$ cat config.mk
export PLATFORM = sky130hd
export DESIGN_NAME = dnc_operand_loader
export DESIGN_NICKNAME = d
export VERILOG_FILES = /design/src/dnc_ctrl_pkg.sv /design/src/dnc_types_pkg.sv /design/src/dnc_operand_loader.sv
export VERILOG_INCLUDE_DIRS = /design/src
export SDC_FILE = /design/constraint.sdc
export NUM_CORES = 1
export LEC_CHECK = 0
export BUFFER_PORTS_ARGS = -buffer_cell sky130_fd_sc_hd__buf_2
export CAP_MARGIN = 25
export CORE_ASPECT_RATIO = 0.9
export CORE_MARGIN = 8
export CORE_UTILIZATION = 50
export CTS_BUF_LIST = sky130_fd_sc_hd__clkbuf_4 sky130_fd_sc_hd__clkbuf_8
export CTS_CLUSTER_SIZE = 8
export DETAILED_ROUTE_END_ITERATION = 8
export PLACE_DENSITY = 0.77
export SLEW_MARGIN = 25
export SYNTH_ARGS = -nofsm -noshare
export SYNTH_HDL_FRONTEND = slang
export SYNTH_SLANG_ARGS = --single-unit
$ cat constraint.sdc
create_clock -name CLK -period 27.3 [get_ports CLK]
set_clock_uncertainty 0.15 [all_clocks]
set_input_delay 5.46 -clock CLK [delete_from_list [all_inputs] [get_ports CLK]]
set_output_delay 5.46 -clock CLK [all_outputs]
set_load 0.01 [all_outputs]
$ cat src/dnc_consts.svh
//////////////////////////////////////////////////////////////////////
// Array sizes and fixed-point format of the memory and read datapath.
// Include wherever a width or a count is needed; all sizes are fixed
// at compile time.
//////////////////////////////////////////////////////////////////////

`ifndef DNC_CONSTS_SVH
`define DNC_CONSTS_SVH

// Memory rows N
`define DNC_ROWS 4

// Elements per row W
`define DNC_WORD 4

// Read heads R
`define DNC_HEADS 2

// Q8.8 data format
`define DNC_DATA_W 16
`define DNC_FRAC 8

`endif

$ cat src/dnc_ctrl_pkg.sv
//////////////////////////////////////////////////////////////////////
// Control encodings: operand selector of the load port and the state
// encodings of the matrix and collector FSMs.
//////////////////////////////////////////////////////////////////////

package dnc_ctrl_pkg;

  // Target of a load strobe
  typedef enum logic [1:0] {
    OP_WRITE_WEIGHT = 2'd0,
    OP_ERASE        = 2'd1,
    OP_WRITE_VEC    = 2'd2,
    OP_READ_WEIGHT  = 2'd3
  } operand_e;

  typedef enum logic [1:0] {
    MAT_IDLE      = 2'd0,
    MAT_UPDATE    = 2'd1,
    MAT_BROADCAST = 2'd2
  } matrix_state_e;

  typedef enum logic [1:0] {
    COL_IDLE  = 2'd0,
    COL_WAIT  = 2'd1,
    COL_DRAIN = 2'd2
  } collect_state_e;

endpackage

$ cat src/dnc_types_pkg.sv
//////////////////////////////////////////////////////////////////////
// Data types of the memory datapath: Q8.8 words, index types and
// the row and weighting vectors built from them. Also holds the
// truncating fixed-point multiply shared by the matrix and the heads.
//////////////////////////////////////////////////////////////////////

`include "dnc_consts.svh"

package dnc_types_pkg;

  // One unsigned Q8.8 value
  typedef logic [`DNC_DATA_W-1:0] data_t;

  // Full-width product before the fraction shift
  typedef logic [2*`DNC_DATA_W-1:0] prod_t;

  typedef logic [$clog2(`DNC_ROWS)-1:0] row_idx_t;
  typedef logic [$clog2(`DNC_WORD)-1:0] elem_idx_t;
  typedef logic [$clog2(`DNC_HEADS)-1:0] head_idx_t;

  // One memory row, element k at index k
  typedef data_t [`DNC_WORD-1:0] row_t;

  // Weighting over the memory rows, row j at index j
  typedef data_t [`DNC_ROWS-1:0] weight_vec_t;

  // Q8.8 multiply, product shifted and cut back to 16 bits
  function automatic data_t fx_mul(data_t a, data_t b);
    prod_t p;
    p = prod_t'(a) * prod_t'(b);
    return data_t'(p >> `DNC_FRAC);
  endfunction

endpackage

$ cat src/dnc_operand_loader.sv
//////////////////////////////////////////////////////////////////////
// Operand registers for one memory operation. Each load strobe writes
// one value, selected by kind, head and index, into the write
// weighting, erase vector, write vector or a head's read weighting.
//////////////////////////////////////////////////////////////////////

`include "dnc_consts.svh"

module dnc_operand_loader (
  input  logic                       CLK,
  input  logic                       RST,
  input  logic                       load_valid,
  input  dnc_ctrl_pkg::operand_e     load_kind,
  input  dnc_types_pkg::head_idx_t   load_head,
  input  dnc_types_pkg::elem_idx_t   load_index,
  input  dnc_types_pkg::data_t       load_data,
  input  logic                       busy,
  output dnc_types_pkg::weight_vec_t write_weight,
  output dnc_types_pkg::row_t        erase_vec,
  output dnc_types_pkg::row_t        add_vec,
  output dnc_types_pkg::weight_vec_t read_weight [`DNC_HEADS]
);

  // Weightings are indexed by row, the vectors by element
  dnc_types_pkg::row_idx_t row_sel;

  assign row_sel = dnc_types_pkg::row_idx_t'(load_index);

  always_ff @(posedge CLK or posedge RST) begin
    if (RST) begin
      write_weight <= '0;
      erase_vec    <= '0;
      add_vec      <= '0;
      for (int h = 0; h < `DNC_HEADS; h++) begin
        read_weight[h] <= '0;
      end
    end else if (load_valid) begin
      case (load_kind)
        dnc_ctrl_pkg::OP_WRITE_WEIGHT: begin
          write_weight[row_sel] <= load_data;
        end
        dnc_ctrl_pkg::OP_ERASE: begin
          erase_vec[load_index] <= load_data;
        end
        dnc_ctrl_pkg::OP_WRITE_VEC: begin
          add_vec[load_index] <= load_data;
        end
        dnc_ctrl_pkg::OP_READ_WEIGHT: begin
          read_weight[load_head][row_sel] <= load_data;
        end
      endcase
    end
  end

  //////////////////////////////////////////////////////////////////////
  // Checks
  //////////////////////////////////////////////////////////////////////

  // Operands must stay stable while the matrix works through them
  load_idle_only_a : assert property (
    @(posedge CLK) disable iff (RST) load_valid |-> !busy
  ) else $error("operand load while the memory operation is busy");

endmodule

Yosys cells after proc, flatten, opt, wreduce, memory -nomap -nowiden
Cells that the tools add are included.
- output and inout port bits: 320
- bits of input ports: 25
- flip-flop bits (word level): 320
- logic and storage cells: 43
- reduce and logical (&&, ||, !) cells: 7
- bitwise logic cells: 1
- equal/unequal tests: 3
- order comparisons: 4
- multiplexer cells: 8
- operators by type and width (kind ; count):
    $bwmux 64 ; 3
    $bwmux 128 ; 1
    $demux 64 s1 ; 1
    $mux 64 ; 1
    $demux 16 s2 ; 1
    $mux 16 ; 1
    $reduce_and 2->1 ; 4
    $eq 2x2->1 const B ; 2
    $lt 2x3->1 const B ; 1
    $eq 2x1->1 const B ; 1
    $ge 2x1->1 const B ; 1
    $ge 2x2->1 const B ; 1
    $logic_and 1x1->1 ; 2
    $logic_not 2->1 ; 1
    $lt 2x1->1 const B ; 1
    $not 1->2 ; 1

Depth between registers and ports, before layout
- depth in word-level cells: 7
- gate-level depth with buffers: 6
- gate-level depth less buffers: 3

Worst setup path before layout
OpenSTA, ideal clock, no wires.
- kind: input-to-reg
- start: in load_valid
- end: reg read_weight[16] (netlist name)
- library setup time: 0.125 ns
- buffers on the path: 2
- arrival: 6.688 ns
- setup slack: 20.337 ns
- stages on the path: 5
- cell sequence: buf_4 > nand4_1 > nor2_1 > buf_2 > mux2_2
- cells in the longest elaborated chain, start to end: 1
- ends and longest elaborated chain (element ; RTL line ; text):
    from (decl) ; dnc_operand_loader.sv:12 ; input logic load_valid,
    $reduce_and 2->1 (no source line) ; - ;
    to (signal, indexed assignment) ; dnc_operand_loader.sv:49 ; read_weight[load_head][row_sel] <= load_data;
    to (decl) ; dnc_operand_loader.sv:21 ; output dnc_types_pkg::weight_vec_t read_weight [`DNC_HEADS]
Every way passes these cells.
A chain may end at the register's enable or synchronous reset.

==> flow_summary.ini <==
[run_status]
status = finished, final reports clean

[drt]
drc = 0
first_iter_violations = 348
totalWireLength_um = 32800
routed-via-count = 7558
wire_per_inst_um = 23.2
dr.pass1.iters = 4
detail_route.vias_per_cell = 5.34
antenna_left = 0

[clock_tree]
cts_tree = done
cts_root_buf = clkbuf_8
htreeDepth = 2
numCtsBuffers = 51
postCtsHoldBufs = 0
cts_resized = 0
cts_setup_buffers = 0
cts.path.max_buffers = 3
clk_pin_slew_ns = 0.06
clk_latency_ns = 0.54
clock-sinks = 320

[floorplan]
start_util_pct = 50.5
ios = 345
die_h_um = 164
fp-row-count = 54
die_area_mm2 = 0.0296
die_w_um = 181
core_area_mm2 = 0.0241

[cells_and_area]
final_nets = 1100
area_delta_synth_final_pct = 24.3
layout-drive-gt1-share_pct = 69.3

[grt]
grt_usage_pct = 22.1
grt_pass1_wl_um = 50300
grt_overflow_total = 0
grt_pass1_vias = 8141
grt_max_degree = 94
antenna_found_initial = 2

[pwr]
p_switching_w = 0.000385
ir_worst_vdd_mv = 0.0557
swShare_pct = 28.6
seq_power_share_pct = 46.8
power.share.clock_pct = 30.5
leakagePower_nw = 7.65
power_frac_comb_pct = 22.7
intPower_w = 0.000962
power.density_mw_per_mm2 = 89.0

[synthesis]
synth-async-reset-ratio_pct = 100
yosysWarnings = 0
ys_seq_area_share_pct = 65.7
yosys.cell_types.count = 19
syn_nets = 758
syn-instance-count = 733
synth_area_mm2 = 0.0122
synthFlopType = dfrtp_1
synth_seq_cells = 320
synth-edff-count = 0
syn_avg_cell_area_um2 = 16.6

[place]
dp_hpwl_um = 22800
globalplace.congestion = 0.753
io_buffers = 343

[run]
drv_cap = 0

[critical_path]
crit_type = in2async
cp-end-kind = asynchronous set/reset pin
crit_arrival_ns = 7.56
crit_path_start_kind = input port
path_max_fanout = 93
required_ns = 27.74

[sta]
rsz0062_at_grt = false
slew_headroom_pct = 32.2
final_max_slew_viol_count = 0
finalCriticalPeriod_ns = 7.13
tightest_slew_ns = 1.02
hold_violations = 0
hold_ws_ns = 0.334
setup_viol = 0
maxClockFrequency_mhz = 140
fin_tns_setup_ns = 0
fin_crit_sh_pct = 26.1

[hold_path]
hp-class = reg2reg
final timing paths:
check	start	to	slack [ns]	cells past startpoint
min reg2reg	write_weight[16]	write_weight[16]	0.33	1
max	RST	read_weight[18]	20.17	4
min	write_weight[16]	write_weight[16]	0.33	1
max in group CLK	load_valid	read_weight[0]	20.31	4
min in group asynchronous	RST	add_vec[41]	4.85	2
max reg2reg	read_weight[0]	read_weight[0]	26.36	1
cell usage in the layout (no fill, tap or decap), types with 4 or more instances in the layout:
| cell type | count |
|---|---|
| buf_2 | 343 |
| dfrtp_1 | 320 |
| mux2_2 | 300 |
| clkbuf_8 | 61 |
| mux2_4 | 18 |
| clkbuf_4 | 18 |
| nor2_4 | 8 |
| nand2b_1 | 4 |
| nor2_2 | 4 |
| or3_1 | 4 |
| buf_6 | 4 |
sequential cells by signal, indices dropped and copies added (netlist names):
register      flops
read_weight     128
add_vec          64
erase_vec        64
write_weight     64
synth_stat cells (2+ instances only):
cell | count | area, µm²
buf_2 | 17 | 85.1
buf_4 | 5 | 37.5
buf_6 | 6 | 67.6
clkbuf_1 | 32 | 120
dfrtp_1 | 320 | 8010
mux2_1 | 2 | 22.5
mux2_2 | 300 | 3380
mux2_4 | 18 | 270
nand2b_1 | 4 | 25.0
nand3_1 | 2 | 10.0
nand3b_1 | 2 | 15.0
nand4b_1 | 2 | 17.5
nor2_1 | 10 | 37.5
nor2_2 | 4 | 25.0
or3_1 | 5 | 31.3
metal layers:
metal	wire (µm)	part of all wire [%]	global-route usage [%]	vias up
li1	-	-	-	3256
met1	13500	41	27.1	3920
met2	15400	47	35.3	325
met3	3350	10	9.64	55
met4	625	1.9	6.08	2
met5	8	0.024	0	-
power groups by stage:
stage / clock, W / combinational (W) / sequential, W
6_report: 0.000410 / 0.000305 / 0.000631
5_1_grt: 0.000441 / 0.000330 / 0.000643
4_1_cts: 0.000421 / 0.000312 / 0.000630
3_5_place_dp: 0 / 0.000311 / 0.000638
3_3_place_gp: 0 / 0.000305 / 0.000631
2_1_floorplan: 0 / 0.000109 / 0.000684
cell families (layout without fill, tap and decap cells):
logic type,after synthesis,count (layout),share of synthesized area [%]
DFF,320,320,65.7
and+or+nand+nor,32,32,1.53
other,0,1,0
buffers and inverters,61,434,2.58
muxes,320,320,30.1
through the flow:
step                instances  util [%]  setup WS, ns  power (W)  area (µm²)
floorplan                 733         -         12.83   0.000793       12200
global placement         1328      58.2         19.15   0.000936       14000
detailed placement       1330      58.4         19.13   0.000949       14100
CTS                      1414      62.7         19.73    0.00136       15100
global route             1415      62.8         19.84    0.00141       15100
finish                   1415      62.8         20.17    0.00135       15100
cell type report:
type	count	area, µm²
Inverter	1	11.3
Multi-Input combinational cell	352	3920
Timing Repair Buffer	349	1780
Antenna cell	1	2.50
Clock buffer	79	975
Sequential cell	320	8010
Fill cell	1829	8980
Clock inverter	5	58.8
Tap cell	308	385
critical path, cell delays in order:
cell and delay [ns]:
buf_2 0.13, inv_8 0.43, buf_4 0.79, buf_6 0.66
(Power assumes the default switching activity.)
