[config.mk]
export PLATFORM = sky130hd
export DESIGN_NAME = dnc_read_head_flat
export DESIGN_NICKNAME = d
export VERILOG_FILES = /design/src/dnc_types_pkg.sv /design/src/dnc_row_if.sv /design/src/dnc_read_head.sv /design/src/flat_wrapper.sv
export VERILOG_INCLUDE_DIRS = /design/src
export SDC_FILE = /design/constraint.sdc
export NUM_CORES = 2
export LEC_CHECK = 0
export BUFFER_PORTS_ARGS = -buffer_cell sky130_fd_sc_hd__buf_2
export CORE_UTILIZATION = 53
export CTS_CLUSTER_DIAMETER = 150
export DETAILED_ROUTE_END_ITERATION = 8
export PLACE_DENSITY = 0.71
export SETUP_SLACK_MARGIN = 0.2
export SYNTH_ARGS = -nofsm -noshare
export SYNTH_HDL_FRONTEND = slang
export SYNTH_SLANG_ARGS = --single-unit
[constraint.sdc]
create_clock -name CLK -period 3.7 [get_ports CLK]
set_input_delay 0 -clock CLK [delete_from_list [all_inputs] [get_ports CLK]]
set_output_delay 0 -clock CLK [all_outputs]
set_load 0.02 [all_outputs]
[src/dnc_consts.svh]
//////////////////////////////////////////////////////////////////////
// Array sizes and fixed-point format of the memory and read datapath.
// Include wherever a width or a count is needed; all sizes are fixed
// at compile time.
//////////////////////////////////////////////////////////////////////

`ifndef DNC_CONSTS_SVH
`define DNC_CONSTS_SVH

// Memory rows N
`define DNC_ROWS 4

// Elements per row W
`define DNC_WORD 4

// Read heads R
`define DNC_HEADS 2

// Q8.8 data format
`define DNC_DATA_W 16
`define DNC_FRAC 8

`endif

[src/dnc_types_pkg.sv]
//////////////////////////////////////////////////////////////////////
// Data types of the memory datapath: Q8.8 words, index types and
// the row and weighting vectors built from them. Also holds the
// truncating fixed-point multiply shared by the matrix and the heads.
//////////////////////////////////////////////////////////////////////

`include "dnc_consts.svh"

package dnc_types_pkg;

  // One unsigned Q8.8 value
  typedef logic [`DNC_DATA_W-1:0] data_t;

  // Full-width product before the fraction shift
  typedef logic [2*`DNC_DATA_W-1:0] prod_t;

  typedef logic [$clog2(`DNC_ROWS)-1:0] row_idx_t;
  typedef logic [$clog2(`DNC_WORD)-1:0] elem_idx_t;
  typedef logic [$clog2(`DNC_HEADS)-1:0] head_idx_t;

  // One memory row, element k at index k
  typedef data_t [`DNC_WORD-1:0] row_t;

  // Weighting over the memory rows, row j at index j
  typedef data_t [`DNC_ROWS-1:0] weight_vec_t;

  // Q8.8 multiply, product shifted and cut back to 16 bits
  function automatic data_t fx_mul(data_t a, data_t b);
    prod_t p;
    p = prod_t'(a) * prod_t'(b);
    return data_t'(p >> `DNC_FRAC);
  endfunction

endpackage

[src/dnc_row_if.sv]
//////////////////////////////////////////////////////////////////////
// Row broadcast bus from the memory matrix to the read heads.
// One row per cycle while row_valid is high; first and last mark the
// ends of a full pass over the memory.
//////////////////////////////////////////////////////////////////////

interface dnc_row_if;

  logic                    row_valid;
  logic                    row_first;
  logic                    row_last;
  dnc_types_pkg::row_idx_t row_index;
  dnc_types_pkg::row_t     row_data;

  // Matrix side
  modport source (
    output row_valid,
    output row_first,
    output row_last,
    output row_index,
    output row_data
  );

  // Read head side
  modport sink (
    input row_valid,
    input row_first,
    input row_last,
    input row_index,
    input row_data
  );

endinterface

[src/dnc_read_head.sv]
//////////////////////////////////////////////////////////////////////
// One read head. Accumulates r(k) = sum over j of wr(j)*M(j;k) from
// the broadcast rows and pulses result_valid once the pass is done.
// Any number of heads can listen to the same broadcast.
//////////////////////////////////////////////////////////////////////

`include "dnc_consts.svh"

module dnc_read_head (
  input  logic                       CLK,
  input  logic                       RST,
  input  dnc_types_pkg::weight_vec_t read_weight,
  dnc_row_if.sink                    rows,
  output dnc_types_pkg::row_t        result,
  output logic                       result_valid
);

  dnc_types_pkg::data_t row_weight;
  dnc_types_pkg::row_t  term;

  // Weight for the row on the bus
  assign row_weight = read_weight[rows.row_index];

  always_comb begin
    for (int k = 0; k < `DNC_WORD; k++) begin
      term[k] = dnc_types_pkg::fx_mul(row_weight, rows.row_data[k]);
    end
  end

  // Accumulators restart on the first row of each pass
  always_ff @(posedge CLK) begin
    if (rows.row_valid) begin
      for (int k = 0; k < `DNC_WORD; k++) begin
        if (rows.row_first) begin
          result[k] <= term[k];
        end else begin
          result[k] <= result[k] + term[k];
        end
      end
    end
  end

  // Sum is complete the cycle after the last row
  always_ff @(posedge CLK or posedge RST) begin
    if (RST) begin
      result_valid <= 1'b0;
    end else begin
      result_valid <= rows.row_valid && rows.row_last;
    end
  end

endmodule

[src/flat_wrapper.sv]
// flat-port wrapper written by rule: the top's interface ports become plain ports
module dnc_read_head_flat 
  (CLK, RST, read_weight, result, result_valid, rows_row_valid, rows_row_first, rows_row_last, rows_row_index, rows_row_data);
  dnc_row_if rows_i ();
  input  logic CLK;
  input  logic RST;
  input  dnc_types_pkg::weight_vec_t read_weight;
  output dnc_types_pkg::row_t result;
  output logic result_valid;
  input wire logic [$bits(rows_i.row_valid)-1:0] rows_row_valid;
  input wire logic [$bits(rows_i.row_first)-1:0] rows_row_first;
  input wire logic [$bits(rows_i.row_last)-1:0] rows_row_last;
  input wire logic [$bits(rows_i.row_index)-1:0] rows_row_index;
  input wire logic [$bits(rows_i.row_data)-1:0] rows_row_data;
  assign rows_i.row_valid = rows_row_valid;
  assign rows_i.row_first = rows_row_first;
  assign rows_i.row_last = rows_row_last;
  assign rows_i.row_index = rows_row_index;
  assign rows_i.row_data = rows_row_data;
  dnc_read_head u_core (.CLK(CLK), .RST(RST), .read_weight(read_weight), .rows(rows_i), .result(result), .result_valid(result_valid));
endmodule
# [After elaboration in Yosys (flattened, before gate mapping)]
# Index checks and enable logic that the tools add are counted.
[totals] ff_bits=65 inputBits=135 output_inout_bits=65 elab_cells=21
[op_classes] add_sub_neg=4 mul=4 magnitude_cmp=1 mux=6 reduce_logical=1
[op_table] operator="$mul 16x16->24" count=4
[op_table] operator="$mux 16" count=5
[op_table] operator="$add 16x16->16" count=4
[op_table] operator="$bmux 16 s2" count=1
[op_table] operator="$lt 2x3->1 const B" count=1
[op_table] operator="$logic_and 1x1->1" count=1

# [Logic depth before layout (Yosys ltp)]
[depth] word_depth=5 depth_mapped=36 mapped_depth_nobuf=32

# [Least setup slack after synthesis]
# Ideal clock, no wire load.
[synth_path] path_kind="input to register" startpoint="in rows_row_index[0]" endpoint="reg u_core.result[15] (netlist name) (data pin)" setup_time_ps=268 arrival_time_ps=7798 required_time_ps=3432 setup_slack_ps=-4365 stages=33 path_buffers=4 path_cell_list="buf_6 -> buf_2 -> mux4_2 -> clkbuf_1 -> clkbuf_1 -> and2_1 -> fa_1 -> inv_1 -> fa_1 -> fa_1 -> inv_1 -> fa_1 -> fa_1 -> inv_1 -> fa_1 -> inv_1 -> ha_1 -> a21oi_1 -> nand2_1 -> a221oi_1 -> nand3_1 -> a31oi_1 -> nor2b_1 -> nor3_1 -> nor2_1 -> ha_1 -> or2_2 -> o31a_1 -> a311o_1 -> a21oi_1 -> xor2_1 -> nor2_1 -> xnor3_1"
[synth_between] elab_chain_len=5
[synth_lines] item="from (decl)" line_no="flat_wrapper.sv:13" text="input wire logic [$bits(rows_i.row_index)-1:0] rows_row_index;"
[synth_lines] item="$bmux 16 s2 (*)" line_no="dnc_read_head.sv:22" text="assign row_weight = read_weight[rows.row_index];"
[synth_lines] item="$mux 16 (implied by the code) (*)" line_no="dnc_read_head.sv:22"
[synth_lines] item="$mul 16x16->24 (*)" line_no="dnc_types_pkg.sv:30" text="p = prod_t'(a) * prod_t'(b);"
[synth_lines] item="$add 16x16->16" line_no="dnc_read_head.sv:37" text="result[k] <= result[k] + term[k];"
[synth_lines] item="$mux 16 (*)" line_no="dnc_read_head.sv:34" text="if (rows.row_first) begin"
[synth_lines] item="to (signal, indexed assignment)" line_no="dnc_read_head.sv:35" text="result[k] <= term[k];"
[synth_lines] item="to (signal, indexed assignment)" line_no="dnc_read_head.sv:37"
[synth_lines] item="to (decl)" line_no="dnc_read_head.sv:14" text="output dnc_types_pkg::row_t result,"
# Mark *: on every way between the ends. The rest lies on a longest branch, timed or not. The select of a mux whose other input is x is not followed.
# A chain may end at the register's enable or synchronous reset.

# [Worst setup path after layout]
[layout_path] startpoint="in rows_row_index[0]" endpoint="reg u_core.result[62] (netlist name) (data pin)"
# The elaborated chain is that of the path after synthesis.

==> results.md <==
- Post-route setup slack: -3626 ps
- Worst setup SP type: primary input
- Worst-margin pin slew: 810.2 ps
- Vias post-DR: 26540
- Async S/R FF share, synth: 0.01538
- Drt via density: approximately 5.2
- Critical R2R Launch: u_core.result[32]
- Syn Std Cell Area: 0.03277 mm²
- CP most frequent cell: fa_1
- Period minus WS final: roughly 7300 ps
- Fin. max-slew vios: 0
- Tcrit/Tclk final: 1.980
- Post-synth EDFFs: 64
- Post-synthesis mux area share: 0.02226
- Final GP Congestion: slightly above 0.9
- Largest net degree at the start of global routing: 55
- DR WL/cell: between 15 and 20 µm
- FF-to-FF path depth: 11
- Inst Count DP: roughly 5000
- Sink Count: 65
- Synth warn: 0
- Synth Instances: 3690
- Layout cells sized above 1: 0.2602
- Hold WC Path Type: in -> reg
- Htree depth: 3
- Initial Util: 0.5398
- Violated checks: setup timing
- Worst path slowest cell: mux4_2
- Area occupied by multi-input gates: roughly 0.029 mm²
- Fillers: roughly 4600
- Die height: 250.6 µm
- Reg clk slew, reported paths: 60 ps
- Unique cell type count in the Yosys netlist: 67
- Compound-Gate Fraction of Synth Area: 0.04842
- Synth Area in Adders: 0.5358
- Commonest non-fill, non-tap cells in the layout: 815 x inv_1, 650 x fa_1, 541 x nand2_1, 481 x buf_4, 394 x and2_1
- Final setup vio count: 64
- Final hold vios: 0
- Hold path cells: 1
- Sequential cell area: between 0.0015 and 0.002 mm²
- Die Area: 0.06282 mm²
- Syn Nets: approximately 4800
- Worst setup path category: in -> reg
- Status: finished, violations left
- Post-route insts no fill: 5070
- Seq/Total Area, Yosys: 0.05942
- Max Clk Rate: 136.5 MHz
- Pre-CTS setup slack: -4228 ps
- Remaining DRCs: 0
- Crit-path max FO: 9
- Critical Path Sink Type: flip-flop
- Final wirelength: 89670 µm
- Simple-gate portion of the synthesized area: 0.1715
- Largest family of logic cells by synthesized area: adder cells
- Root Buffer: clkbuf_16
- Clk_lat worst skew: ~380 ps
- Hold Path Origin: rows_row_valid
- 1st-pass router iterations: 7
- Input/output buffers: 199
- Initial antenna violation count: 9
- Final ANT Viol Nets: 0
- Unrepaired setup endpoints after global routing: true
- Worst clock skew: 10.70 ps
- Syn avg cell area: 8.879 µm²
- WHS Endpoint: u_core.result[30]
- Post-detail-place hpwl: 72210 µm
- Xor/xnor share of the synthesized area: 0.04560
- GRT overflow: 0
- DIE WIDTH: 250.6 µm
- Commonest non-fill, non-tap cell in the layout: inv_1
- Area grow syn2layout: 24.61%
- Layout net count: between 5000 and 6000
- Most used DFF post-synth: edfxtp_1
- Top Ports: 200
- Tot GR Track Use: 0.2956
- R2R setup slack: 810 ps
- Synthesized flop and latch total: 65
- CP arrival: approximately 7500 ps
- CTS tree: built
- Max Cap Viol: 0
- Critical R2R Capture: u_core.result[46]
- Std-Cell Rows: 90
- DRT iter0 DRCs: 1409
- Slew headroom: 0.4599
- Global-route wire length before repair: 146000 µm
- Largest stage delay on the critical path: 660 ps
- Clock Path Buffers: 2
- CTS Buf Count: 9
- Vias in the first global route: 28710
- Total core area: 0.06070 mm²
- CP Data Required Time: 3820 ps
## how the worst max path moves through the flow
stage / from / to / slack [ps] / cells after the start
2_1_floorplan: rows_row_index[0] / u_core.result[47] / -3740 / 34
3_3_place_gp: rows_row_index[0] / u_core.result[47] / -4000 / 32
3_5_place_dp: rows_row_index[0] / u_core.result[47] / -4230 / 32
4_1_cts: rows_row_index[0] / u_core.result[31] / -3580 / 33
5_1_grt: rows_row_index[0] / u_core.result[47] / -3920 / 33
6_report: rows_row_index[0] / u_core.result[62] / -3630 / 30
## sequential cells by signal (all words and copies together) (netlist names)
signal               cells
u_core.result_valid      1
u_core.result           64
## kinds of logic (layout without fill, tap and decap cells)
kind of cell | Yosys count | after routing
and+or+nand+nor | 1153 | 1153
xor gates and xnor gates | 169 | 169
adders and majority gates | 1000 | 1000
DFF | 65 | 65
muxes | 49 | 52
buffers and inverters | 1016 | 1605
AOI/OAI and AO/OA | 238 | 238
other | 0 | 6
## synthesized netlist by cell type (4+ instances only)
master	n	area, µm²
nand4_1	5	31.28
nand2b_1	11	68.82
o221ai_1	4	35.03
or2_2	4	25.02
nand2_1	558	2095
a21oi_1	60	300.3
inv_1	839	3149
o21ai_0	48	240.2
o211ai_1	9	67.56
edfxtp_1	64	1922
and2_1	418	2615
a31o_2	4	35.03
mux2_2	31	349.1
a21o_1	31	232.7
or3_1	7	43.79
fa_1	672	13450
nor2b_1	10	62.56
o21bai_1	15	112.6
buf_1	7	26.28
nor3_1	23	115.1
and3_1	11	68.82
mux4_2	16	360.4
o21a_1	4	30.03
ha_1	328	4104
o31ai_1	7	52.55
xor2_1	32	280.3
nor2_1	69	259.0
a31oi_1	11	68.82
nand3_1	23	115.1
a211oi_1	12	90.09
and4_1	6	52.55
xnor2_1	136	1191
clkbuf_1	165	619.3
## per-layer routing
metal  routed length [µm]  up-vias  GRT usage
li1                     -    12210          -
met1                36960    13300     0.3872
met2                42730      880     0.4880
met3                 7467      148    0.07098
met4                 2483        4    0.08326
met5                   30        -          0
## area by class of cell
class                   instances  area share
clock buffers                   9    0.005516
diodes                          6   0.0003677
clock inverters                 7    0.002666
flip-flops and latches         65     0.04768
inverters                     840     0.07729
well taps                     782     0.02396
multi-input cells            2612      0.7044
repair buffers                749      0.1381
## metrics by stage
step	util	hold WS [ps]	instance area, µm²	TNS [ps]
3_5_place_dp	0.6314	-164.9	38320	-209310
3_3_place_gp	0.6314	-166.0	38320	-204340
6_report	0.6727	212.1	40830	-184990
4_1_cts	0.6535	215.5	39660	-180900
2_1_floorplan	-	-271.3	33460	-175070
5_1_grt	0.6725	239.6	40820	-199450
## worst max-delay path, delay by kind of cell
kind	cells	cell delay (ps)
compound gates	4	660
fa+ha+maj	8	3630
mux	2	930
buf+inv	10	1090
xor+xnor	2	380
simple gates	4	730
## timing repair
item / 4_1_cts / 5_1_grt
hold endpoints to repair: 2 / 0
pin swaps: 84 / 107
hold buffers: 3 / 0
buffers inserted: 44 / 31
endpoints found under the setup margin: 64 / 64
gates cloned: 4 / 0
resized for setup: 115 / 215
Power is left out: the tool's default activity adds up to more than one toggle a clock period on the data nets, which glitch-free logic cannot reach.
