**src/dnc_consts.svh**
```systemverilog
//////////////////////////////////////////////////////////////////////
// Array sizes and fixed-point format of the memory and read datapath.
// Include wherever a width or a count is needed; all sizes are fixed
// at compile time.
//////////////////////////////////////////////////////////////////////

`ifndef DNC_CONSTS_SVH
`define DNC_CONSTS_SVH

// Memory rows N
`define DNC_ROWS 4

// Elements per row W
`define DNC_WORD 4

// Read heads R
`define DNC_HEADS 2

// Q8.8 data format
`define DNC_DATA_W 16
`define DNC_FRAC 8

`endif

```
**src/dnc_ctrl_pkg.sv**
```systemverilog
//////////////////////////////////////////////////////////////////////
// Control encodings: operand selector of the load port and the state
// encodings of the matrix and collector FSMs.
//////////////////////////////////////////////////////////////////////

package dnc_ctrl_pkg;

  // Target of a load strobe
  typedef enum logic [1:0] {
    OP_WRITE_WEIGHT = 2'd0,
    OP_ERASE        = 2'd1,
    OP_WRITE_VEC    = 2'd2,
    OP_READ_WEIGHT  = 2'd3
  } operand_e;

  typedef enum logic [1:0] {
    MAT_IDLE      = 2'd0,
    MAT_UPDATE    = 2'd1,
    MAT_BROADCAST = 2'd2
  } matrix_state_e;

  typedef enum logic [1:0] {
    COL_IDLE  = 2'd0,
    COL_WAIT  = 2'd1,
    COL_DRAIN = 2'd2
  } collect_state_e;

endpackage

```
**src/dnc_types_pkg.sv**
```systemverilog
//////////////////////////////////////////////////////////////////////
// Data types of the memory datapath: Q8.8 words, index types and
// the row and weighting vectors built from them. Also holds the
// truncating fixed-point multiply shared by the matrix and the heads.
//////////////////////////////////////////////////////////////////////

`include "dnc_consts.svh"

package dnc_types_pkg;

  // One unsigned Q8.8 value
  typedef logic [`DNC_DATA_W-1:0] data_t;

  // Full-width product before the fraction shift
  typedef logic [2*`DNC_DATA_W-1:0] prod_t;

  typedef logic [$clog2(`DNC_ROWS)-1:0] row_idx_t;
  typedef logic [$clog2(`DNC_WORD)-1:0] elem_idx_t;
  typedef logic [$clog2(`DNC_HEADS)-1:0] head_idx_t;

  // One memory row, element k at index k
  typedef data_t [`DNC_WORD-1:0] row_t;

  // Weighting over the memory rows, row j at index j
  typedef data_t [`DNC_ROWS-1:0] weight_vec_t;

  // Q8.8 multiply, product shifted and cut back to 16 bits
  function automatic data_t fx_mul(data_t a, data_t b);
    prod_t p;
    p = prod_t'(a) * prod_t'(b);
    return data_t'(p >> `DNC_FRAC);
  endfunction

endpackage

```
**src/dnc_read_collector.sv**
```systemverilog
//////////////////////////////////////////////////////////////////////
// Gathers the result rows of all read heads and streams them on r_out,
// head by head and element by element. r_out_i_enable marks the first
// element of each head; ready pulses after the last element.
//////////////////////////////////////////////////////////////////////

`include "dnc_consts.svh"

module dnc_read_collector (
  input  logic                 CLK,
  input  logic                 RST,
  input  dnc_types_pkg::row_t  results [`DNC_HEADS],
  input  logic [`DNC_HEADS-1:0] results_valid,
  output dnc_types_pkg::data_t r_out,
  output logic                 r_out_i_enable,
  output logic                 r_out_k_enable,
  output logic                 ready
);

  localparam dnc_types_pkg::head_idx_t LAST_HEAD = dnc_types_pkg::head_idx_t'(`DNC_HEADS - 1);
  localparam dnc_types_pkg::elem_idx_t LAST_ELEM = dnc_types_pkg::elem_idx_t'(`DNC_WORD - 1);

  dnc_ctrl_pkg::collect_state_e state;
  logic [`DNC_HEADS-1:0]        got;
  dnc_types_pkg::head_idx_t     head_cnt;
  dnc_types_pkg::elem_idx_t     elem_cnt;
  dnc_types_pkg::row_t          held [`DNC_HEADS];

  // Latch each head's row as it arrives
  always_ff @(posedge CLK) begin
    for (int h = 0; h < `DNC_HEADS; h++) begin
      if (results_valid[h]) begin
        held[h] <= results[h];
      end
    end
  end

  always_ff @(posedge CLK or posedge RST) begin
    if (RST) begin
      state    <= dnc_ctrl_pkg::COL_IDLE;
      got      <= '0;
      head_cnt <= '0;
      elem_cnt <= '0;
      ready    <= 1'b0;
    end else begin
      ready <= 1'b0;
      case (state)
        dnc_ctrl_pkg::COL_IDLE: begin
          got <= results_valid;
          if (|results_valid) begin
            state <= dnc_ctrl_pkg::COL_WAIT;
          end
        end
        dnc_ctrl_pkg::COL_WAIT: begin
          got <= got | results_valid;
          if (&got) begin
            state    <= dnc_ctrl_pkg::COL_DRAIN;
            head_cnt <= '0;
            elem_cnt <= '0;
          end
        end
        dnc_ctrl_pkg::COL_DRAIN: begin
          if (elem_cnt == LAST_ELEM) begin
            elem_cnt <= '0;
            if (head_cnt == LAST_HEAD) begin
              state <= dnc_ctrl_pkg::COL_IDLE;
              got   <= '0;
              ready <= 1'b1;
            end else begin
              head_cnt <= head_cnt + 1'b1;
            end
          end else begin
            elem_cnt <= elem_cnt + 1'b1;
          end
        end
        default: begin
          state <= dnc_ctrl_pkg::COL_IDLE;
        end
      endcase
    end
  end

  // Output stream
  assign r_out          = held[head_cnt][elem_cnt];
  assign r_out_k_enable = (state == dnc_ctrl_pkg::COL_DRAIN);
  assign r_out_i_enable = r_out_k_enable && (elem_cnt == '0);

  // The held rows must not change under the stream
  no_result_in_drain_a : assert property (
    @(posedge CLK) disable iff (RST)
    (|results_valid) |-> (state != dnc_ctrl_pkg::COL_DRAIN)
  ) else $error("head result arrived while draining");

endmodule

```
**config.mk**
```make
export PLATFORM = sky130hd
export DESIGN_NAME = dnc_read_collector
export DESIGN_NICKNAME = d
export VERILOG_FILES = /design/src/dnc_ctrl_pkg.sv /design/src/dnc_types_pkg.sv /design/src/dnc_read_collector.sv
export VERILOG_INCLUDE_DIRS = /design/src
export SDC_FILE = /design/constraint.sdc
export NUM_CORES = 1
export LEC_CHECK = 0
export BUFFER_PORTS_ARGS = -buffer_cell sky130_fd_sc_hd__buf_4
export CAP_MARGIN = 10
export CORE_MARGIN = 2
export CORE_UTILIZATION = 56
export CTS_CLUSTER_SIZE = 25
export DETAILED_ROUTE_END_ITERATION = 16
export GPL_TIMING_DRIVEN = 1
export PLACE_DENSITY = 0.95
export REMOVE_ABC_BUFFERS = 1
export SETUP_SLACK_MARGIN = 0.3
export SYNTH_ARGS = -nofsm -noshare
export SYNTH_HDL_FRONTEND = slang
export SYNTH_SLANG_ARGS = --single-unit
```
**constraint.sdc**
```tcl
create_clock -name CLK -period 4.1 [get_ports CLK]
set_input_delay 1.23 -clock CLK [delete_from_list [all_inputs] [get_ports CLK]]
set_output_delay 1.23 -clock CLK [all_outputs]
set_load 0.05 [all_outputs]
```
* Yosys cells after proc, flatten, opt, wreduce, memory -nomap -nowiden *
Memories as Yosys holds them, arrays and structs flattened.
Index checks and enable logic that the tools add are counted.

word-level totals
  register bits = 8
  memory bits (writable) = 128
  memories kept = 1

memories
  name  words  bits a word  read ports  clocked after memory_dff  write ports  line                      source
  held  2      64           1           0                         2            dnc_read_collector.sv:27  dnc_types_pkg::row_t held [`DNC_HEADS];

operators by class
  $add $sub $neg = 2
  magnitude comparators = 1
  equality and inequality tests = 7
  mux-type cells = 22
  bitwise operators = 1
  reduce and logical (&&, ||, !) cells = 11

operator list
  operator                                                count
  binary-select mux 16 bit (select 2 bit)                 1
  2-to-1 mux 16 bit                                       1
  2-to-1 mux 2 bit                                        6
  case mux 2 bit (3 select lines)                         2
  2-to-1 mux 1 bit                                        10
  AND reduction 3 bit                                     2
  == test 2 bit (second input constant)                   2
  zero test 2 bit                                         2
  inequality test 2 x 1 -> 1 bit (second input constant)  2
  inequality test 2 bit (second input constant)           2
  case mux 2 bit (2 select lines)                         1
  AND reduction 2 bit                                     2
  AND reduction 4 bit                                     1
  < comparator 2 x 3 -> 1 bit (second input constant)     1
  nonzero test 3 bit                                      1
  adder 2 x 1 -> 2 bit (second input constant)            1
  == test 2 x 1 -> 1 bit (second input constant)          1
  OR 2 bit                                                1
  case mux 1 bit (2 select lines)                         1
  nonzero test 2 bit                                      1
  OR reduction 2 bit                                      1
  adder 1 bit (second input constant)                     1
  logical AND 1 bit                                       1

* Logic depth before layout (Yosys ltp) *
Gate-level depths: netlist (run 1).

  depth in word-level cells = 4
  depth in mapped cells = 5
  mapped depth without buffers = 5

* Worst setup path before layout (run 1) *
Ideal clock, no wire load.

  kind = flip-flop to output port
  start point = register state[0]
  end point = output port r_out_i_enable
  data arrival time = 1.557 ns
  data required time = 2.870 ns
  path slack = 1.313 ns
  stages on the path, launching flop included = 4
  path buffers = 0
  path through = dfrtp_1 -> inv_1 -> ha_1 -> and2_1

on the way
  word-level cells in the longest chain between the ends = 2

RTL lines
  what                      line                      source
  start: declaration        dnc_read_collector.sv:23  dnc_ctrl_pkg::collect_state_e state;
  start signal: assignment  dnc_read_collector.sv:40  state <= dnc_ctrl_pkg::COL_IDLE;
  start signal: assignment  dnc_read_collector.sv:51  state <= dnc_ctrl_pkg::COL_WAIT;
  start signal: assignment  dnc_read_collector.sv:57  state <= dnc_ctrl_pkg::COL_DRAIN;
  == test 2 bit             dnc_read_collector.sv:85  assign r_out_k_enable = (state == dnc_ctrl_pkg::COL_DRAIN);
  via r_out_k_enable        dnc_read_collector.sv:16  output logic r_out_k_enable,
  logical AND 1 bit         dnc_read_collector.sv:86  assign r_out_i_enable = r_out_k_enable && (elem_cnt == '0);
  end: declaration          dnc_read_collector.sv:15  output logic r_out_i_enable,

The timed path passes the listed nets, and every way through them passes these cells.

* Worst setup path after layout (run 1) *
  start point = register head_cnt
  end point = output port r_out[13]

on the way
  word-level cells in the longest chain between the ends = 3

RTL lines
  what                                     line                      source
  start: declaration                       dnc_read_collector.sv:25  dnc_types_pkg::head_idx_t head_cnt;
  start signal: assignment                 dnc_read_collector.sv:70  head_cnt <= head_cnt + 1'b1;
  memory (2 x 64 bit)                      n/a
  binary-select mux 16 bit (select 2 bit)  dnc_read_collector.sv:84  assign r_out = held[head_cnt][elem_cnt];
  2-to-1 mux 16 bit (not written as such)  dnc_read_collector.sv:84
  end: declaration                         dnc_read_collector.sv:14  output dnc_types_pkg::data_t r_out,

Every way passes these cells. The select of a mux whose other input is x is not followed.

==> flow_summary.ini, run 1 <==
[placed_design]
dp.final_hpwl_um = 6740
dp_cells = 538
place_congestion = 0.775
pre_cts_slack_ns = 0.938
portBuffers = 150

[floorplanning]
die_x_um = 101
die_area_sq_mm = 0.0103
rows = 35
start_util_pct = 57.6
coreArea_sq_mm = 0.00924
die_h_um = 101
io_pins = 151

[grt]
grt_pass1_wl_um = 15500
grtUsageMet3_pct = 5.87
grt.total_usage_pct = 21.0
busiest_layer = met2
grt-ovfl-total = 0
grt_pass1_vias = 3194
met2_usage_pct = 36.1
antenna_found_initial = 0
grt_use_met1_pct = 25.3
grt_max_degree = 37

[sta]
hold_viol_final = 0
worstMarginPinSlew_ns = 0.596
finalSetupTns_ns = 0
final_max_slew_viol_count = 0
skew_ns = 0.00683
final-setup-viol-count = 0
rsz0062_at_grt = false
period_minus_slack_ns = 3.64
worst_slack_ns = 0.459
fmax_ghz = 0.275
max_slew_margin_pct = 60.3
post-route-period-util_pct = 88.8

[critical_path]
crit_slowest_cell = dfrtp_2
required_ns = 2.87
worst-path-buf-inv = 2
crit_path_start_kind = flip-flop
path_common_cell = nand2_1
cp-end-kind = output pin
worstSetupPathType = reg -> out
worstPathArrival_ns = 2.41
cp_max_fo = 20
critical_path.max_stage_delay_ns = 0.75
crit_chain = buf_12, mux4_2, nand2_1, nand2_1, buf_4
ff2ff_setup_slack_ns = 2.21
crit_family = flip-flops

[cts]
htree_levels = 4
cts_hold_buf = 0
cts_buffers = 17
clockBufferDepth = 2
cts_tree = done
cts_setup_buffers = 0
cts.clk_slew.worst_paths_ns = 0.06
insertion_delay_ns = 0.50
cts.sinks = 136
cts_resized = 0
clock-root-buffer = clkbuf_8

[finish]
layout-drive-gt1-share_pct = 49.9
fillCellCount = 520
diodes = 0
finish.utilization_pct = 77.5
stdcell_count = 570
area_growth_pct = 34.6
nets = 567

[synth]
synthTopCellsByArea = edfxtp_1 (72%), mux4_2 (13%), dfrtp_1 (3.8%)
syn-cell-area_sq_mm = 0.00532
synth_cell_types = 25
syn_area_per_cell_sq_um = 20.1
yosysMostFrequentCell = edfxtp_1
yosys_most_used_dff = edfxtp_1
yosysSeqAreaShare_pct = 76.0
yosysWarnings = 0
synth_seq_cells = 136
yosysTopAreaCell = edfxtp_1
synth_common_cells = edfxtp_1 (128), nand2_1 (48), mux4_2 (30)
synth_edf_count = 128
synth_top_area_share_pct = 72.3
async_flop_share_pct = 5.88
synth_cells = 264

[drt]
ant_nets = 0
route.vias.total = 3018
drc_errors = 0
viasPerCell = 5.29
firstDrtPassIters = 4
wirelength_um = 10200
drtIter0Drc = 119
wl_per_cell_um = 17.9

[power]
switching_power_uw = 1230
share_comb_of_total_power_pct = 23.8
clkPwrFrac_pct = 35.5
ir_drop_uv = 446
seqPwrFrac_pct = 40.8
p_leak_uw = 0.00284
powerDensity_mw_per_mm2 = 588
p_int_uw = 2980
switching_share_pct = 29.2

[run_status]
status = complete, no violations

[min_path]
hp-class = reg -> reg

[flow_run]
cap_violations = 0
registers in the layout (all words and copies together) (netlist names):
| name | flops |
|---|---|
| elem_cnt | 2 |
| ready | 1 |
| held | 128 |
| got | 2 |
| head_cnt | 1 |
| state | 2 |
logic make-up after synthesis:
kind of cell,Yosys count,share of synthesized area (%)
simple gates,55,4.09
fa+ha+maj,7,1.65
buf+inv,18,2.31
mux,34,14.1
compound gates,14,1.83
flops,136,76.0
power by group through the flow:
stage | Sequential [uW] | Clock [uW] | Combinational (uW)
after floorplan | 1760 | 0 | 611
after global placement | 1730 | 0 | 977
after detailed placement | 1740 | 0 | 999
after CTS | 1720 | 1520 | 1010
after global routing | 1730 | 1570 | 1070
final | 1720 | 1490 | 1000
worst reg2reg max path, stage by stage, from the launching register on:
cell	delay, ns
dfrtp_2	0.75
buf_12	0.28
a21bo_2	0.20
o311a_1	0.21
mux2_1	0.33
worst paths after layout:
| path | start | end | cells past startpoint |
|---|---|---|---|
| worst max register to register | head_cnt$_DFFE_PP0P_ | state[1]$_DFFE_PP0P_ | 4 |
| min in group asynchronous | RST | ready$_DFF_PP0_ | 2 |
| worst min-delay path | state[1]$_DFFE_PP0P_ | state[1]$_DFFE_PP0P_ | 1 |
| max in group asynchronous | RST | head_cnt$_DFFE_PP0P_ | 2 |
| worst min register to register | state[1]$_DFFE_PP0P_ | state[1]$_DFFE_PP0P_ | 1 |
| worst max-delay path | head_cnt$_DFFE_PP0P_ | r_out[13] | 5 |
layout make-up:
class	count	area, sq um	area share (%)
Sequential cell	136	4050	56.5
Multi-Input combinational cell	110	1150	16.1
Timing Repair Buffer	156	1180	16.5
Tap cell	129	161	2.25
Inverter	7	26.3	0.367
Clock buffer	18	418	5.84
Clock inverter	14	171	2.39
routing by layer:
| layer | share of wire, % | routed length [um] |
|---|---|---|
| met4 | 1.5 | 155 |
| met2 | 54 | 5550 |
| met1 | 38 | 3910 |
| met3 | 5.7 | 587 |
| met5 | 0 | 0 |
cell usage in the layout, fill, tap and decap left out, drive strengths merged, types with 3 or more instances in the layout:
cell type,n
ha,7
a21oi,4
mux4,32
edfxtp,128
buf,156
inv,10
clkinv,6
bufinv,3
dfrtp,8
nand2,48
o21ai,3
clkbuf,18
metrics by stage:
stage	hold WS [ns]	power, uW	cell area, sq um
floorplan	0.512	2370	5220
global placement	0.523	2710	6570
detailed placement	0.551	2740	6570
CTS	0.563	4240	7160
global route	0.571	4370	7160
finish	0.560	4210	7160
No activity file was read; power rests on OpenSTA's default activity.
==> run 2, diff against run 1 <==
--- a/config.mk
+++ b/config.mk
@@ -6,13 +6,14 @@
 export SDC_FILE = /design/constraint.sdc
 export NUM_CORES = 1
 export LEC_CHECK = 0
+export ABC_AREA = 1
 export BUFFER_PORTS_ARGS = -buffer_cell sky130_fd_sc_hd__buf_4
 export CAP_MARGIN = 10
 export CORE_MARGIN = 2
-export CORE_UTILIZATION = 56
+export CORE_UTILIZATION = 57
 export CTS_CLUSTER_SIZE = 25
 export DETAILED_ROUTE_END_ITERATION = 16
-export GPL_TIMING_DRIVEN = 1
+export GPL_TIMING_DRIVEN = 0
 export PLACE_DENSITY = 0.95
 export REMOVE_ABC_BUFFERS = 1
 export SETUP_SLACK_MARGIN = 0.3
==> constraint.sdc (replaced) <==
create_clock -name CLK -period 4.56 [get_ports CLK]
set_input_delay 1.368 -clock CLK [delete_from_list [all_inputs] [get_ports CLK]]
set_output_delay 1.368 -clock CLK [all_outputs]
set_load 0.05 [all_outputs]
==> flow_summary.ini, run 2 <==
[grt]
grt.total_usage_pct = 24.9
grt-ovfl-total = 0
grt_pass1_wl_um = 21300
grt_max_degree = 67
grt_pass1_vias = 4621
antenna_found_initial = 0

[drt]
viasPerCell = 4.99
drc_errors = 0
drtIter0Drc = 427
wirelength_um = 13600
firstDrtPassIters = 5
ant_nets = 0
wl_per_cell_um = 14.9
route.vias.total = 4554

[floorplanning]
die_area_sq_mm = 0.0115
die_h_um = 107
coreArea_sq_mm = 0.0103
die_x_um = 107
rows = 37
io_pins = 151
start_util_pct = 58.6

[synth]
synthMuxAreaShare_pct = 0
synth_cell_types = 15
synth-simple-area-share_pct = 19.9
yosys_most_used_dff = edfxtp_1
synth_fa_ha_area_share_pct = 1.45
synthTopCellsByArea = edfxtp_1 (64%), nand2_1 (14%), inv_1 (8.6%)
synth_common_cells = nand2_1 (227), inv_1 (139), edfxtp_1 (128)
yosysWarnings = 0
syn_area_per_cell_sq_um = 9.80
yosysMostFrequentCell = nand2_1
yosysSeqAreaShare_pct = 66.8
synth_edf_count = 128
synth_cells = 617
synth_top_area_share_pct = 63.5
yosysTopAreaCell = edfxtp_1
syn-cell-area_sq_mm = 0.00605
synth-xor-area-share_pct = 0
synth_seq_cells = 136
synth_compound_area_share_pct = 0.827
synth_top_family_by_area = simple AND/OR/NAND/NOR gates
async_flop_share_pct = 5.88

[finish]
most-common-layout-cells = nand2_1 (227), buf_4 (150), inv_1 (139)
layout-drive-gt1-share_pct = 23.2
fillCellCount = 628
nets = 903
area_growth_pct = 29.4
top_register = held
finish.utilization_pct = 75.8
diodes = 0
multi_input_area_sq_mm = 0.00134
layout_commonest_cell = nand2_1
stdcell_count = 913
ff_latch_area_sq_mm = 0.00405
largest_reg_flops = 128

[critical_path]
crit_path_start_kind = flip-flop
crit_chain = buf_12, inv_4, nand2_1, nand3_1, nand2_1, nand2_1, nand2_1, buf_4
crit_family = buffers and inverters
ff2ff_setup_slack_ns = 2.26
cp-end-kind = output pin
critical_path.max_stage_delay_ns = 0.63
worst-path-buf-inv = 3
worstReg2RegEnd = elem_cnt[1]$_DFFE_PP0P_
crit_slowest_cell = dfrtp_2
cp.depth = 8
path_common_cell = nand2_1
worstSetupPathType = reg -> out
required_ns = 3.19
cp_max_fo = 64
rr_worst_depth = 4
worstPathArrival_ns = 2.64
reg2reg_from = elem_cnt[1]$_DFFE_PP0P_

[placed_design]
place_congestion = 0.766
portBuffers = 150
pre_cts_slack_ns = 0.673
dp_cells = 881
dp.final_hpwl_um = 8760

[sta]
worst_slack_ns = 0.554
fmax_ghz = 0.250
finalSetupTns_ns = 0
post-route-period-util_pct = 87.8
worstMarginPinSlew_ns = 0.896
max_slew_margin_pct = 40.3
period_minus_slack_ns = 4.01
final-setup-viol-count = 0
hold_viol_final = 0
final_max_slew_viol_count = 0
rsz0062_at_grt = false
skew_ns = 0.00542

[cts]
clock-root-buffer = clkbuf_8
cts.sinks = 136
clockBufferDepth = 2
cts_buffers = 17
cts_tree = done
insertion_delay_ns = 0.51
cts_setup_buffers = 0
cts.clk_slew.worst_paths_ns = 0.06
htree_levels = 4

[run_status]
status = complete, no violations

[flow_run]
cap_violations = 0

[power]
p_leak_uw = 0.00389
total_power_uw = 3670
powerDensity_mw_per_mm2 = 469
ir_drop_uv = 300

[min_path]
min_to = got[0]$_DFFE_PP0P_
worstHoldPathCells = 2
hp-class = reg -> reg
min_from = got[0]$_DFFE_PP0P_
==> run 2: cell types whose count changed in the layout (fill, tap and decap cells not counted), sizes merged, moves of 3 or more <==
| cell | change |
|---|---|
| a21oi | -3 |
| buf | -4 |
| clkbuf | +3 |
| inv | +131 |
| mux4 | -32 |
| nand2 | +179 |
| nand3 | +67 |
| o21ai | +6 |
==> run 2: power breakdown <==
part / switching [uW] / total, uW / internal, uW
logic: 528 / 813 / 284
clock network: 471 / 1290 / 822
registers: 68.2 / 1560 / 1490
==> run 2: final cells by class <==
cell class / count / share of cell area [%]
multi-input combinational: 315 / 17.1
sequential: 136 / 51.7
clock buffer: 21 / 5.48
clock inverter: 11 / 1.66
tap: 136 / 2.17
inverter: 142 / 6.86
timing repair buffer: 152 / 15.0
==> run 2: how the worst max path moves through the flow <==
stage / start / end
floorplan: head_cnt$_DFFE_PP0P_ / r_out[0]
CTS: elem_cnt[1]$_DFFE_PP0P_ / r_out_i_enable
global placement: head_cnt$_DFFE_PP0P_ / r_out[1]
detailed placement: elem_cnt[1]$_DFFE_PP0P_ / r_out_i_enable
finish: head_cnt$_DFFE_PP0P_ / r_out[8]
global route: elem_cnt[1]$_DFFE_PP0P_ / r_out_i_enable
==> run 2: logic make-up after synthesis <==
family          Yosys count
flops                   136
fa+ha+maj                 7
simple gates            298
buf+inv                 166
compound gates           10
==> run 2: worst reg2reg max path: stages (launching register included) <==
cell	delay (ns)
dfrtp_1	0.92
clkinv_2	0.57
ha_1	0.47
nand3_1	0.12
o21ai_0	0.10
==> run 2: metal layers <==
layer	GRT usage (%)	wire (um)	part of all wire, %	vias to the layer above
li1	-	-	-	2204
met1	28.3	4920	36	2062
met2	43.7	7130	52	248
met4	12.3	430	3.2	0
met5	0	0	0	-
met3	6.08	1170	8.5	40
==> run 2: per-stage QoR <==
stage | cell area, sq um | hold WS (ns)
after floorplan | 5920 | 0.480
after detailed placement | 7260 | 0.527
final | 7830 | 0.533
after global routing | 7830 | 0.578
after global placement | 7210 | 0.497
after CTS | 7830 | 0.537
==> run 2: what timing repair did <==
item,CTS,global route
hold buffers,0,0
endpoints found under the setup margin,17,0
resized for setup,2,0
